<file path="config.mk">
export PLATFORM = sky130hd
export DESIGN_NAME = ccu_top
export DESIGN_NICKNAME = d
export VERILOG_FILES = /design/src/ccu_pkg.sv /design/src/ccu_ifs.sv /design/src/ccu_top.sv /design/src/ccu_line_buffer.sv /design/src/ccu_fill_fsm.sv /design/src/ccu_beat_counter.sv /design/src/ccu_ifq.sv /design/src/ccu_ifq_entry.sv
export VERILOG_INCLUDE_DIRS = /design/src
export SDC_FILE = /design/constraint.sdc
export NUM_CORES = 1
export LEC_CHECK = 0
export BUFFER_PORTS_ARGS = -buffer_cell sky130_fd_sc_hd__buf_2
export CAP_MARGIN = 40
export CORE_MARGIN = 10
export CORE_UTILIZATION = 35
export CTS_CLUSTER_DIAMETER = 30
export CTS_CLUSTER_SIZE = 16
export DETAILED_ROUTE_END_ITERATION = 16
export PLACE_DENSITY = 0.55
export SYNTH_ARGS = -nofsm -noshare
export SYNTH_HDL_FRONTEND = slang
export SYNTH_HIERARCHICAL = 1
export SYNTH_SLANG_ARGS = --single-unit
</file>
<file path="constraint.sdc">
create_clock -name clk -period 3.5 [get_ports clk]
set_input_delay 0.7 -clock clk [delete_from_list [all_inputs] [get_ports clk]]
set_output_delay 0.7 -clock clk [all_outputs]
set_load 0.01 [all_outputs]
</file>
<file path="src/ccu_settings.svh">
`ifndef CCU_SETTINGS_SVH
`define CCU_SETTINGS_SVH

// Byte address width of the fetch path
`define CCU_ADDR_WIDTH 32

// Instruction cache line geometry
`define CCU_IC_LINE_SIZE 32
`define CCU_IC_OFFSET_WIDTH 5

// One memory bus beat, in bits
`define CCU_BUS_DATA_WIDTH 64

// Beats needed to assemble one line
`define CCU_BEATS_PER_LINE 4

// Outstanding instruction misses
`define CCU_IFQ_DEPTH 4

`endif
</file>
<file path="src/ccu_pkg.sv">
`default_nettype none

`include "ccu_settings.svh"

package ccu_pkg;

    // Line address with the byte offset stripped
    typedef logic [`CCU_ADDR_WIDTH-`CCU_IC_OFFSET_WIDTH-1:0] line_addr_t;

    // One full instruction cache line
    typedef logic [`CCU_IC_LINE_SIZE*8-1:0] line_data_t;

    // Fill sequencer states
    // IDLE: waiting for a pending miss
    // REQ:  request held on the bus until acked
    // DATA: collecting beats
    // DONE: line handed to the cache, entry retired
    typedef enum logic [1:0] {
        FILL_IDLE = 2'b00,
        FILL_REQ  = 2'b01,
        FILL_DATA = 2'b10,
        FILL_DONE = 2'b11
    } fill_state_t;

endpackage

`default_nettype wire

</file>
<file path="src/ccu_ifs.sv">
`default_nettype none

`include "ccu_settings.svh"

// Oldest pending miss, presented by the queue to the fill sequencer
interface ifq_head_if;
    import ccu_pkg::*;

    logic       head_valid;
    line_addr_t head_addr;
    logic       retire;
    logic       full;

    modport queue (
        output head_valid,
        output head_addr,
        output full,
        input  retire
    );

    modport fsm (
        input  head_valid,
        input  head_addr,
        output retire
    );
endinterface

// Returning data beats of the line being filled
interface fill_beat_if;
    logic                           beat_valid;
    logic [`CCU_BUS_DATA_WIDTH-1:0] beat_data;
    logic                           collect;
    logic                           beat_last;
    logic                           clear;

    modport fsm (
        input  beat_last,
        output collect,
        output clear
    );

    modport counter (
        input  beat_valid,
        input  collect,
        input  clear,
        output beat_last
    );

    modport buffer (
        input  beat_valid,
        input  beat_data,
        input  collect,
        input  clear
    );
endinterface

`default_nettype wire

</file>
<file path="src/ccu_top.sv">
`default_nettype none

`include "ccu_settings.svh"

module ccu_top (
    input  logic                           clk,
    input  logic                           i_reset,

    // Instruction cache misses
    input  logic                           i_miss_valid,
    input  ccu_pkg::line_addr_t            i_miss_addr,
    output logic                           o_miss_full,

    // Memory bus request
    output logic                           o_bus_req,
    output ccu_pkg::line_addr_t            o_bus_addr,
    input  logic                           i_bus_ack,

    // Memory bus data beats
    input  logic                           i_bus_data_valid,
    input  logic [`CCU_BUS_DATA_WIDTH-1:0] i_bus_data,

    // Line fill towards the instruction cache
    output logic                           o_fill_valid,
    output ccu_pkg::line_addr_t            o_fill_addr,
    output ccu_pkg::line_data_t            o_fill_data
);

    ifq_head_if  ifq_head ();
    fill_beat_if fill_beat ();

    assign fill_beat.beat_valid = i_bus_data_valid;
    assign fill_beat.beat_data  = i_bus_data;
    assign o_miss_full          = ifq_head.full;

    ccu_ifq #(
        .OPTN_ADDR_WIDTH (`CCU_ADDR_WIDTH)
    ) ifq_i (
        .clk          (clk),
        .i_reset      (i_reset),
        .i_miss_valid (i_miss_valid),
        .i_miss_addr  (i_miss_addr),
        .ifq_head     (ifq_head.queue)
    );

    ccu_fill_fsm fill_fsm_i (
        .clk          (clk),
        .i_reset      (i_reset),
        .i_bus_ack    (i_bus_ack),
        .ifq_head     (ifq_head.fsm),
        .fill_beat    (fill_beat.fsm),
        .o_bus_req    (o_bus_req),
        .o_bus_addr   (o_bus_addr),
        .o_fill_valid (o_fill_valid),
        .o_fill_addr  (o_fill_addr)
    );

    ccu_beat_counter beat_counter_i (
        .clk       (clk),
        .i_reset   (i_reset),
        .fill_beat (fill_beat.counter)
    );

    ccu_line_buffer line_buffer_i (
        .clk       (clk),
        .i_reset   (i_reset),
        .fill_beat (fill_beat.buffer),
        .o_line    (o_fill_data)
    );

endmodule

`default_nettype wire

</file>
<file path="src/ccu_line_buffer.sv">
`default_nettype none

`include "ccu_settings.svh"

module ccu_line_buffer (
    input  logic                clk,
    input  logic                i_reset,
    fill_beat_if.buffer         fill_beat,
    output ccu_pkg::line_data_t o_line
);

    import ccu_pkg::*;

    localparam int IDX_WIDTH = $clog2(`CCU_BEATS_PER_LINE);
    localparam logic [IDX_WIDTH-1:0] IDX_LAST = IDX_WIDTH'(`CCU_BEATS_PER_LINE - 1);

    logic [IDX_WIDTH-1:0] wr_idx_r;
    line_data_t           line_r;
    logic                 beat_take;

    assign beat_take = fill_beat.collect && fill_beat.beat_valid;

    // Slice index for the next beat
    always_ff @(posedge clk) begin
        if (i_reset || fill_beat.clear) begin
            wr_idx_r <= '0;
        end else if (beat_take) begin
            wr_idx_r <= (wr_idx_r == IDX_LAST) ? '0 : wr_idx_r + 1'b1;
        end
    end

    // Beat 0 lands in the low bits of the line
    always_ff @(posedge clk) begin
        if (beat_take) begin
            line_r[wr_idx_r*`CCU_BUS_DATA_WIDTH +: `CCU_BUS_DATA_WIDTH] <= fill_beat.beat_data;
        end
    end

    assign o_line = line_r;

endmodule

`default_nettype wire

</file>
<file path="src/ccu_fill_fsm.sv">
`default_nettype none

module ccu_fill_fsm (
    input  logic                clk,
    input  logic                i_reset,
    input  logic                i_bus_ack,
    ifq_head_if.fsm             ifq_head,
    fill_beat_if.fsm            fill_beat,
    output logic                o_bus_req,
    output ccu_pkg::line_addr_t o_bus_addr,
    output logic                o_fill_valid,
    output ccu_pkg::line_addr_t o_fill_addr
);

    import ccu_pkg::*;

    fill_state_t state_r;
    fill_state_t state_next;
    line_addr_t  fill_addr_r;
    logic        bus_req_r;
    logic        fill_start;

    // New fill begins when idle and a miss is pending
    assign fill_start = (state_r == FILL_IDLE) && ifq_head.head_valid;

    always_comb begin
        state_next = state_r;
        unique case (state_r)
            FILL_IDLE: begin
                if (ifq_head.head_valid) begin
                    state_next = FILL_REQ;
                end
            end
            FILL_REQ: begin
                if (i_bus_ack) begin
                    state_next = FILL_DATA;
                end
            end
            FILL_DATA: begin
                if (fill_beat.beat_last) begin
                    state_next = FILL_DONE;
                end
            end
            FILL_DONE: begin
                state_next = FILL_IDLE;
            end
            default: begin
                state_next = FILL_IDLE;
            end
        endcase
    end

    always_ff @(posedge clk) begin
        if (i_reset) begin
            state_r <= FILL_IDLE;
        end else begin
            state_r <= state_next;
        end
    end

    // Head entry stays put until retired, latch it once per fill
    always_ff @(posedge clk) begin
        if (fill_start) begin
            fill_addr_r <= ifq_head.head_addr;
        end
    end

    // Request raised with the move to REQ, dropped on ack
    always_ff @(posedge clk) begin
        if (i_reset) begin
            bus_req_r <= 1'b0;
        end else if (fill_start) begin
            bus_req_r <= 1'b1;
        end else if (i_bus_ack) begin
            bus_req_r <= 1'b0;
        end
    end

    assign o_bus_req    = bus_req_r;
    assign o_bus_addr   = fill_addr_r;
    assign o_fill_valid = (state_r == FILL_DONE);
    assign o_fill_addr  = fill_addr_r;

    assign ifq_head.retire  = (state_r == FILL_DONE);
    assign fill_beat.collect = (state_r == FILL_DATA);
    assign fill_beat.clear   = fill_start;

    // Request only in REQ, and only for the line still at the queue head
    a_req_only_in_req: assert property (
        @(posedge clk) disable iff (i_reset)
        o_bus_req |-> (state_r == FILL_REQ) && ifq_head.head_valid
                      && (ifq_head.head_addr == fill_addr_r)
    );

endmodule

`default_nettype wire

</file>
<file path="src/ccu_beat_counter.sv">
`default_nettype none

`include "ccu_settings.svh"

module ccu_beat_counter (
    input  logic         clk,
    input  logic         i_reset,
    fill_beat_if.counter fill_beat
);

    localparam int CNT_WIDTH = $clog2(`CCU_BEATS_PER_LINE);
    localparam logic [CNT_WIDTH-1:0] CNT_LAST = CNT_WIDTH'(`CCU_BEATS_PER_LINE - 1);

    logic [CNT_WIDTH-1:0] beat_cnt_r;
    logic                 beat_take;

    // Beats only count while the sequencer is collecting
    assign beat_take = fill_beat.collect && fill_beat.beat_valid;

    assign fill_beat.beat_last = beat_take && (beat_cnt_r == CNT_LAST);

    always_ff @(posedge clk) begin
        if (i_reset || fill_beat.clear) begin
            beat_cnt_r <= '0;
        end else if (fill_beat.beat_last) begin
            beat_cnt_r <= '0;
        end else if (beat_take) begin
            beat_cnt_r <= beat_cnt_r + 1'b1;
        end
    end

endmodule

`default_nettype wire

</file>
<file path="src/ccu_ifq.sv">
`default_nettype none

`include "ccu_settings.svh"

module ccu_ifq #(
    parameter  int OPTN_ADDR_WIDTH = `CCU_ADDR_WIDTH,
    localparam int LINE_ADDR_WIDTH = OPTN_ADDR_WIDTH - `CCU_IC_OFFSET_WIDTH
) (
    input  logic                       clk,
    input  logic                       i_reset,
    input  logic                       i_miss_valid,
    input  logic [LINE_ADDR_WIDTH-1:0] i_miss_addr,
    ifq_head_if.queue                  ifq_head
);

    localparam int PTR_WIDTH = $clog2(`CCU_IFQ_DEPTH);
    localparam logic [PTR_WIDTH-1:0] PTR_LAST = PTR_WIDTH'(`CCU_IFQ_DEPTH - 1);

    logic [`CCU_IFQ_DEPTH-1:0]  entry_valid;
    logic [LINE_ADDR_WIDTH-1:0] entry_addr [`CCU_IFQ_DEPTH];
    logic [`CCU_IFQ_DEPTH-1:0]  entry_alloc;
    logic [`CCU_IFQ_DEPTH-1:0]  entry_done;
    logic [PTR_WIDTH-1:0]       head_ptr_r;
    logic [PTR_WIDTH-1:0]       tail_ptr_r;
    logic                       miss_dup;
    logic                       ifq_full;
    logic                       alloc_en;

    // A miss to a line already pending is merged
    always_comb begin
        miss_dup = 1'b0;
        for (int i = 0; i < `CCU_IFQ_DEPTH; i++) begin
            if (entry_valid[i] && (entry_addr[i] == i_miss_addr)) begin
                miss_dup = 1'b1;
            end
        end
    end

    assign ifq_full = &entry_valid;
    assign alloc_en = i_miss_valid && !ifq_full && !miss_dup;

    // Entries are allocated and retired in order, so two pointers
    // are enough to find the oldest pending line
    always_ff @(posedge clk) begin
        if (i_reset) begin
            tail_ptr_r <= '0;
            head_ptr_r <= '0;
        end else begin
            if (alloc_en) begin
                tail_ptr_r <= (tail_ptr_r == PTR_LAST) ? '0 : tail_ptr_r + 1'b1;
            end
            if (ifq_head.retire) begin
                head_ptr_r <= (head_ptr_r == PTR_LAST) ? '0 : head_ptr_r + 1'b1;
            end
        end
    end

    for (genvar i = 0; i < `CCU_IFQ_DEPTH; i++) begin : g_entry
        assign entry_alloc[i] = alloc_en && (tail_ptr_r == PTR_WIDTH'(i));
        assign entry_done[i]  = ifq_head.retire && (head_ptr_r == PTR_WIDTH'(i));

        ccu_ifq_entry #(
            .OPTN_ADDR_WIDTH (OPTN_ADDR_WIDTH)
        ) ifq_entry_i (
            .clk               (clk),
            .i_reset           (i_reset),
            .i_alloc_en        (entry_alloc[i]),
            .i_alloc_addr      (i_miss_addr),
            .i_ccu_done        (entry_done[i]),
            .o_ifq_entry_valid (entry_valid[i]),
            .o_ifq_entry_addr  (entry_addr[i])
        );
    end

    // Head slot
    assign ifq_head.head_valid = entry_valid[head_ptr_r];
    assign ifq_head.head_addr  = entry_addr[head_ptr_r];
    assign ifq_head.full       = ifq_full;

    // Fill sequencer only retires a line it took from a valid head
    a_retire_needs_head: assert property (
        @(posedge clk) disable iff (i_reset)
        ifq_head.retire |-> ifq_head.head_valid
    );

endmodule

`default_nettype wire

</file>
<file path="src/ccu_ifq_entry.sv">
`default_nettype none

`include "ccu_settings.svh"

module ccu_ifq_entry #(
    parameter  int OPTN_ADDR_WIDTH = `CCU_ADDR_WIDTH,
    localparam int LINE_ADDR_WIDTH = OPTN_ADDR_WIDTH - `CCU_IC_OFFSET_WIDTH
) (
    input  logic                       clk,
    input  logic                       i_reset,
    input  logic                       i_alloc_en,
    input  logic [LINE_ADDR_WIDTH-1:0] i_alloc_addr,
    input  logic                       i_ccu_done,
    output logic                       o_ifq_entry_valid,
    output logic [LINE_ADDR_WIDTH-1:0] o_ifq_entry_addr
);

    localparam logic ENTRY_INVALID = 1'b0;
    localparam logic ENTRY_VALID   = 1'b1;

    logic                       entry_state_r;
    logic                       entry_state_next;
    logic [LINE_ADDR_WIDTH-1:0] entry_addr_r;

    // Invalid until allocated, valid until the fill retires it
    always_comb begin
        entry_state_next = entry_state_r;
        if ((entry_state_r == ENTRY_INVALID) && i_alloc_en) begin
            entry_state_next = ENTRY_VALID;
        end else if ((entry_state_r == ENTRY_VALID) && i_ccu_done) begin
            entry_state_next = ENTRY_INVALID;
        end
    end

    always_ff @(posedge clk) begin
        if (i_reset) begin
            entry_state_r <= ENTRY_INVALID;
        end else begin
            entry_state_r <= entry_state_next;
        end
    end

    // Line address captured on allocation
    always_ff @(posedge clk) begin
        if (i_alloc_en) begin
            entry_addr_r <= i_alloc_addr;
        end
    end

    assign o_ifq_entry_valid = (entry_state_r == ENTRY_VALID);
    assign o_ifq_entry_addr  = entry_addr_r;

    // The queue only allocates into free slots
    a_no_alloc_when_valid: assert property (
        @(posedge clk) disable iff (i_reset)
        i_alloc_en |-> (entry_state_r == ENTRY_INVALID)
    );

endmodule

`default_nettype wire

</file>
Word-level counts from Yosys, hierarchy flattened

Index checks and enable logic that the tools add are counted.

Reduce and logical (&&, ||, !) cells: 39
Shifts and indexed selects: 2
$mul: 0
Add/sub/neg operators: 5
Eq/ne operators: 18
Multiplexer cells: 27
Bitwise operators: 5
Div/mod/pow operators: 0
Order comparisons: 2

Operators with widths:

| operator                  | number |
|---|---|
| $bwmux 256                | 1 |
| $shift 64x34->256 const A | 1 |
| $shiftx 64x34->256        | 1 |
| $eq 27x27->1              | 4 |
| $bmux 27 s2               | 1 |
| $mux 27                   | 2 |
| $neg 8->34                | 1 |
| $logic_and 1x1->1         | 25 |
| $eq 2x2->1 const B        | 8 |
| $mux 1                    | 15 |
| $mux 2                    | 6 |
| $reduce_bool 2->1         | 5 |
| $add 2x1->2 const B       | 4 |
| $pmux 2 s4                | 1 |
| $eq 2x1->1 const B        | 3 |
| $logic_not 2->1           | 3 |
| $ne 2x2->1 const B        | 2 |
| $not 1->1                 | 4 |
| $reduce_and 4->1          | 1 |
| $ge 3x3->1 const B        | 1 |
| $lt 2x3->1 const B        | 1 |
| $not 2->3                 | 1 |
| $reduce_and 3->1          | 1 |
| $bmux 1 s2                | 1 |
| 4 further kinds           | 5 |

Memory bits (writable): 0
Memories kept: 0
Input port bits: 96
Memory bits (read-only): 0
Latch bits: 0
Register bits: 406

Depth between registers and ports, before layout

Depth in word-level cells: 11
Depth in mapped cells: 9
Mapped depth without buffers: 8

Modules after synthesis

Netlist, hierarchy kept.

By module, submodules not included:

| module           | sequential area each (um2) | area an instance (um2) | times used | cells each |
|---|---|---|---|---|
| ccu_line_buffer  | 7727.4                     | 9798.1                 | 1          | 587 |
| ccu_ifq_entry    | 830.8                      | 842.1                  | 4          | 30 |
| ccu_ifq          | 80.1                       | 2451.1                 | 1          | 248 |
| ccu_fill_fsm     | 870.8                      | 1232.4                 | 1          | 79 |
| ccu_beat_counter | 40.0                       | 117.6                  | 1          | 11 |

Worst setup path after synthesis

Ideal clock, no wire load.

Path kind: in2reg
From: input i_miss_addr[0]
To: register ifq_i.g_entry[0].ifq_entry_i.entry_addr_r[0], enable pin
Cell stages on the path: 7
Setup time: 0.412 ns
Required time: 3.088 ns
Slack: 0.357 ns
Data arrival time: 2.731 ns
Cell sequence: buf_4 -> xnor2_1 -> nand4_1 -> nor4_1 -> a22oi_1 -> nand4b_4 -> nor2_1

Word-level cells in the longest chain between the ends: 9
Elaborated cells between the ends (all ways): 15
Those cells by class: eq/ne (4); mux (4); reduce/logical (7)

Ends and longest elaborated chain:

| what                           | RTL line            | source |
|---|---|---|
| start: declaration             | ccu_top.sv:11       | `input ccu_pkg::line_addr_t i_miss_addr,` |
| $eq 27x27->1                   | ccu_ifq.sv:33       | `if (entry_valid[i] && (entry_addr[i] == i_miss_addr)) begin` |
| $logic_and 1x1->1              | ccu_ifq.sv:33       |  |
| $mux 1 (3 in a row)            | ccu_ifq.sv:33       |  |
| $mux 1 *                       | ccu_ifq.sv:33       |  |
| $logic_not 1->1 *              | ccu_ifq.sv:40       | `assign alloc_en = i_miss_valid && !ifq_full && !miss_dup;` |
| $logic_and 1x1->1 *            | ccu_ifq.sv:40       |  |
| $logic_and 1x1->1 *            | ccu_ifq.sv:59       | `assign entry_alloc[i] = alloc_en && (tail_ptr_r == PTR_WIDTH'(i));` |
| named net ifq_i.entry_alloc[0] | ccu_ifq.sv:21       | `` logic [`CCU_IFQ_DEPTH-1:0] entry_alloc; `` |
| end signal: assignment         | ccu_ifq_entry.sv:46 | `entry_addr_r <= i_alloc_addr;` |
| end: declaration               | ccu_ifq_entry.sv:23 | `logic [LINE_ADDR_WIDTH-1:0] entry_addr_r;` |

The timed path passes the listed nets; every way through them passes the cells marked *.
A chain may end at the register's enable or synchronous reset.

Final worst setup path

From: register line_buffer_i.wr_idx_r[0]
To: register line_buffer_i.line_r[139], in the netlist line_buffer_i/o_line[139] (data pin)

Word-level cells in the longest chain between the ends: 3
Elaborated cells between the ends (all ways): 4
Those cells by class: add/sub (1); shift (2); mux (1)

Ends and longest elaborated chain:

| what                                                           | RTL line              | source |
|---|---|---|
| start: declaration                                             | ccu_line_buffer.sv:17 | `logic [IDX_WIDTH-1:0] wr_idx_r;` |
| start signal: assignment                                       | ccu_line_buffer.sv:28 | `wr_idx_r <= (wr_idx_r == IDX_LAST) ? '0 : wr_idx_r + 1'b1;` |
| $neg 8->34 *                                                   | ccu_line_buffer.sv:35 | `` line_r[wr_idx_r*`CCU_BUS_DATA_WIDTH +: `CCU_BUS_DATA_WIDTH] <= fill_beat.beat_data; `` |
| $shiftx 64x34->256 / $shift 64x34->256 (equally long branches) | ccu_line_buffer.sv:35 |  |
| $bwmux 256 *                                                   | ccu_line_buffer.sv:35 |  |
| end signal: indexed assignment                                 | ccu_line_buffer.sv:35 |  |
| end: declaration                                               | ccu_line_buffer.sv:18 | `line_data_t line_r;` |

Every way passes the cells marked *; elsewhere a longest branch is shown, timed or not.

==> flow_summary.ini <==
[critical_path]
cp.depth = 5
critPathCapture = line_buffer_i/o_line[139]
startpoint = line_buffer_i/wr_idx_r[0]
cp_slowest_stage_delay_ns = 0.66
path_cells = inv_1 -> ha_1 -> nor2b_4 -> buf_4 -> and3_1
crit_family = simple AND/OR/NAND/NOR gates
reg2regPathDepth = 5
worstSetupStartpointType = flop
crit_fanout = 22
regToRegSetupSlack_ns = 1.05
critical_path_class = flop to flop
cp.required_ns = 3.98
worstPathArrival_ns = 2.93
cp_slowest_cell = nor2b_4
r2r_end = line_buffer_i/o_line[139]
r2r-start = line_buffer_i/wr_idx_r[0]
cp-end-kind = flop
cp_num_buf_inv = 2

[route]
detail-route-antenna-nets = 0
via_count = 10700
drtIter0Drc = 756
avgRoutedWirePerCell_um = 24.8
wirelength_um = 53600
drc = 0
first_pass_iters = 5
vias_per_cell = 4.97

[layout]
area.growth.synth_to_final_pct = 33.6
layout-drive-gt1-share_pct = 41.3
nNetsFinal = 1580
fill_cells = 4166
final_area_mm2 = 0.0227

[synthesis]
syn-num-nets = 1161
yosysSeqAreaShare_pct = 71.0
ys_async_sr_fraction_pct = 0
syn_inst = 1045
synth_cell_types = 43
synth_seq_cells = 406
yosysWarningCount = 6
synth.avg_cell_area_um2 = 16.2
synth-edff-count = 391
postSynth.topFlopCell = edfxtp_1
netlist_area_mm2 = 0.0170

[global_routing]
grt_pass1_vias = 11000
use_met1_pct = 21.5
overflow = 0
grt.total_usage_pct = 17.8
antenna_found_initial = 7
grt_pass1_wl_um = 76000
use_met3_pct = 5.69
grtUsageMet2_pct = 28.5
grt_max_degree = 182
grt_busiest_layer = met2

[job]
maxCapViolCount = 0

[placed_design]
io_buffers = 408
dp_hpwl_um = 37000
placed_cell_area_mm2 = 0.0194
place_congestion = 0.810

[clock_network]
clk_path_buf_depth = 3
clock_sinks = 406
post_cts_buffers = 0
clkTransAtPathRegs_ns = 0.05
clock_latency_ns = 0.62
postCtsResizedCells = 0
cts_hold_buf = 0
cts_tree = yes
cts_max_level = 3
cts_root_buf = clkbuf_16
cts_buffers = 92

[timing]
slew_violations = 0
fin_skew_ns = 0.0161
hold_viol_final = 0
fin_setup_tns_ns = 0
max-slew-margin-rel_pct = 50.9
rsz0062_at_grt = false
tightest_slew_ns = 0.737
fmax_mhz = 408
fin_crit_sh_pct = 70.1
setup_viol = 0
final.min_clock_period_ns = 2.45

[die]
core.rowCount = 80
die_y_um = 240
initial_core_util_pct = 35.5
fp.dieArea_mm2 = 0.0577
die_w_um = 240
io_pins = 409
core_area_mm2 = 0.0478

[power]
powerDensity_mw_per_mm2 = 717
leakagePower_nw = 8.86
vdd_drop_max_uv = 429

[hold_path]
worstHoldPathType = input pin to flop

[outcome]
status = finished, final reports clean
synthesized netlist by cell type (15+ instances only):
cell type	number	area (um^2)
nand4_1	28	175
clkbuf_2	20	100
mux4_2	28	631
buf_4	47	353
dfxtp_1	15	300
edfxtp_1	391	11700
buf_2	18	90.1
ha_1	20	250
and2_1	69	432
and3_1	190	1190
buf_6	15	169
xnor2_1	108	946
worst register-to-register path: stages, from the launching register on:
cell and delay, ns:
dfxtp_1 0.55, inv_1 0.15, ha_1 0.44, nor2b_4 0.66, buf_4 0.33, and3_1 0.18
cell type report:
type	instances	area (um^2)	area share [%]
clock buffer	104	2370	10.4
multi-input combinational	516	4170	18.4
timing repair buffer	434	2350	10.4
sequential	406	12000	53.1
inverter	14	52.6	0.232
clock inverter	68	908	4.01
antenna	2	5.00	0.0221
tap	615	769	3.40
logic make-up after synthesis:
logic type | count (synthesis) | synth area share, %
AOI/OAI and AO/OA | 16 | 0.708
xor gates and xnor gates | 108 | 5.57
adders and majority gates | 20 | 1.47
buffers and inverters | 123 | 4.70
DFF | 406 | 71.0
muxes | 33 | 4.04
and+or+nand+nor | 339 | 12.5
worst min path at each step:
stage | from | to | slack (ns) | depth (start not counted)
3_5_place_dp | fill_fsm_i/o_bus_req | fill_fsm_i/o_bus_req | 0.49 | 2
3_3_place_gp | fill_fsm_i/o_bus_req | fill_fsm_i/o_bus_req | 0.47 | 2
2_1_floorplan | ifq_i/g_entry[1].ifq_entry_i/o_ifq_entry_valid | ifq_i/g_entry[1].ifq_entry_i/o_ifq_entry_valid | 0.46 | 1
6_report | i_bus_data[4] | line_buffer_i/o_line[4] | 0.39 | 2
5_1_grt | i_bus_data[4] | line_buffer_i/o_line[4] | 0.38 | 2
4_1_cts | i_miss_addr[18] | ifq_i/g_entry[2].ifq_entry_i/o_ifq_entry_addr[18] | 0.35 | 1
state kept, by name, summed over array words and instances (netlist names):
signal	flops
line_buffer_i/wr_idx_r	2
ifq_i/tail_ptr_r	2
ifq_i/head_ptr_r	2
line_buffer_i/o_line	256
ifq_i/g_entry.ifq_entry_i/o_ifq_entry_addr	108
fill_fsm_i/state_r	2
fill_fsm_i/o_bus_addr	27
beat_counter_i/beat_cnt_r	2
ifq_i/g_entry.ifq_entry_i/o_ifq_entry_valid	4
fill_fsm_i/o_bus_req	1
metal layers:
metal | routed length [um] | share of wire (%)
met1 | 21600 | 40
met2 | 25200 | 47
met3 | 4840 | 9.0
met4 | 1840 | 3.4
met5 | 58 | 0.11
report_power, final:
part | switching [mW] | internal, mW
Clock | 2.82 | 6.19
Sequential | 0.116 | 5.66
Combinational | 0.898 | 0.561
Total | 3.83 | 12.4
metrics by stage:
step	setup WS (ns)	util [%]	hold slack (ns)	cells	power, mW
6_report	1.05	47.4	0.391	2159	16.2
4_1_cts	1.04	47.4	0.350	2157	16.4
3_5_place_dp	0.809	40.5	0.485	1985	7.34
3_3_place_gp	0.824	40.5	0.467	1985	7.32
2_1_floorplan	0.357	-	0.463	1045	6.79
5_1_grt	0.916	47.4	0.383	2158	16.8
layout by cell type, fill, tap and decap left out, types with 3 or more instances in the layout:
master	Yosys	layout
mux2i_1	4	4
edfxtp_1	391	391
clkinv_1	0	8
buf_4	47	17
nor3_1	6	6
clkbuf_1	7	10
buf_2	18	408
nor2_1	14	10
and3b_1	3	3
nor3b_1	3	3
inv_6	0	4
xnor2_1	108	108
and2_1	69	69
buf_12	0	9
nor2_2	1	4
dfxtp_1	15	14
a211oi_1	4	4
clkinv_2	0	20
nor4_1	4	4
and3_2	1	4
and3_1	190	186
bufinv_16	0	18
inv_1	14	14
a21oi_1	3	3
clkinvlp_4	0	13
ha_1	20	20
nor2b_1	5	3
clkbuf_16	0	92
nand4_1	28	28
nand2_1	3	3
mux4_2	28	28
No activity file was read; power rests on OpenSTA's default activity.
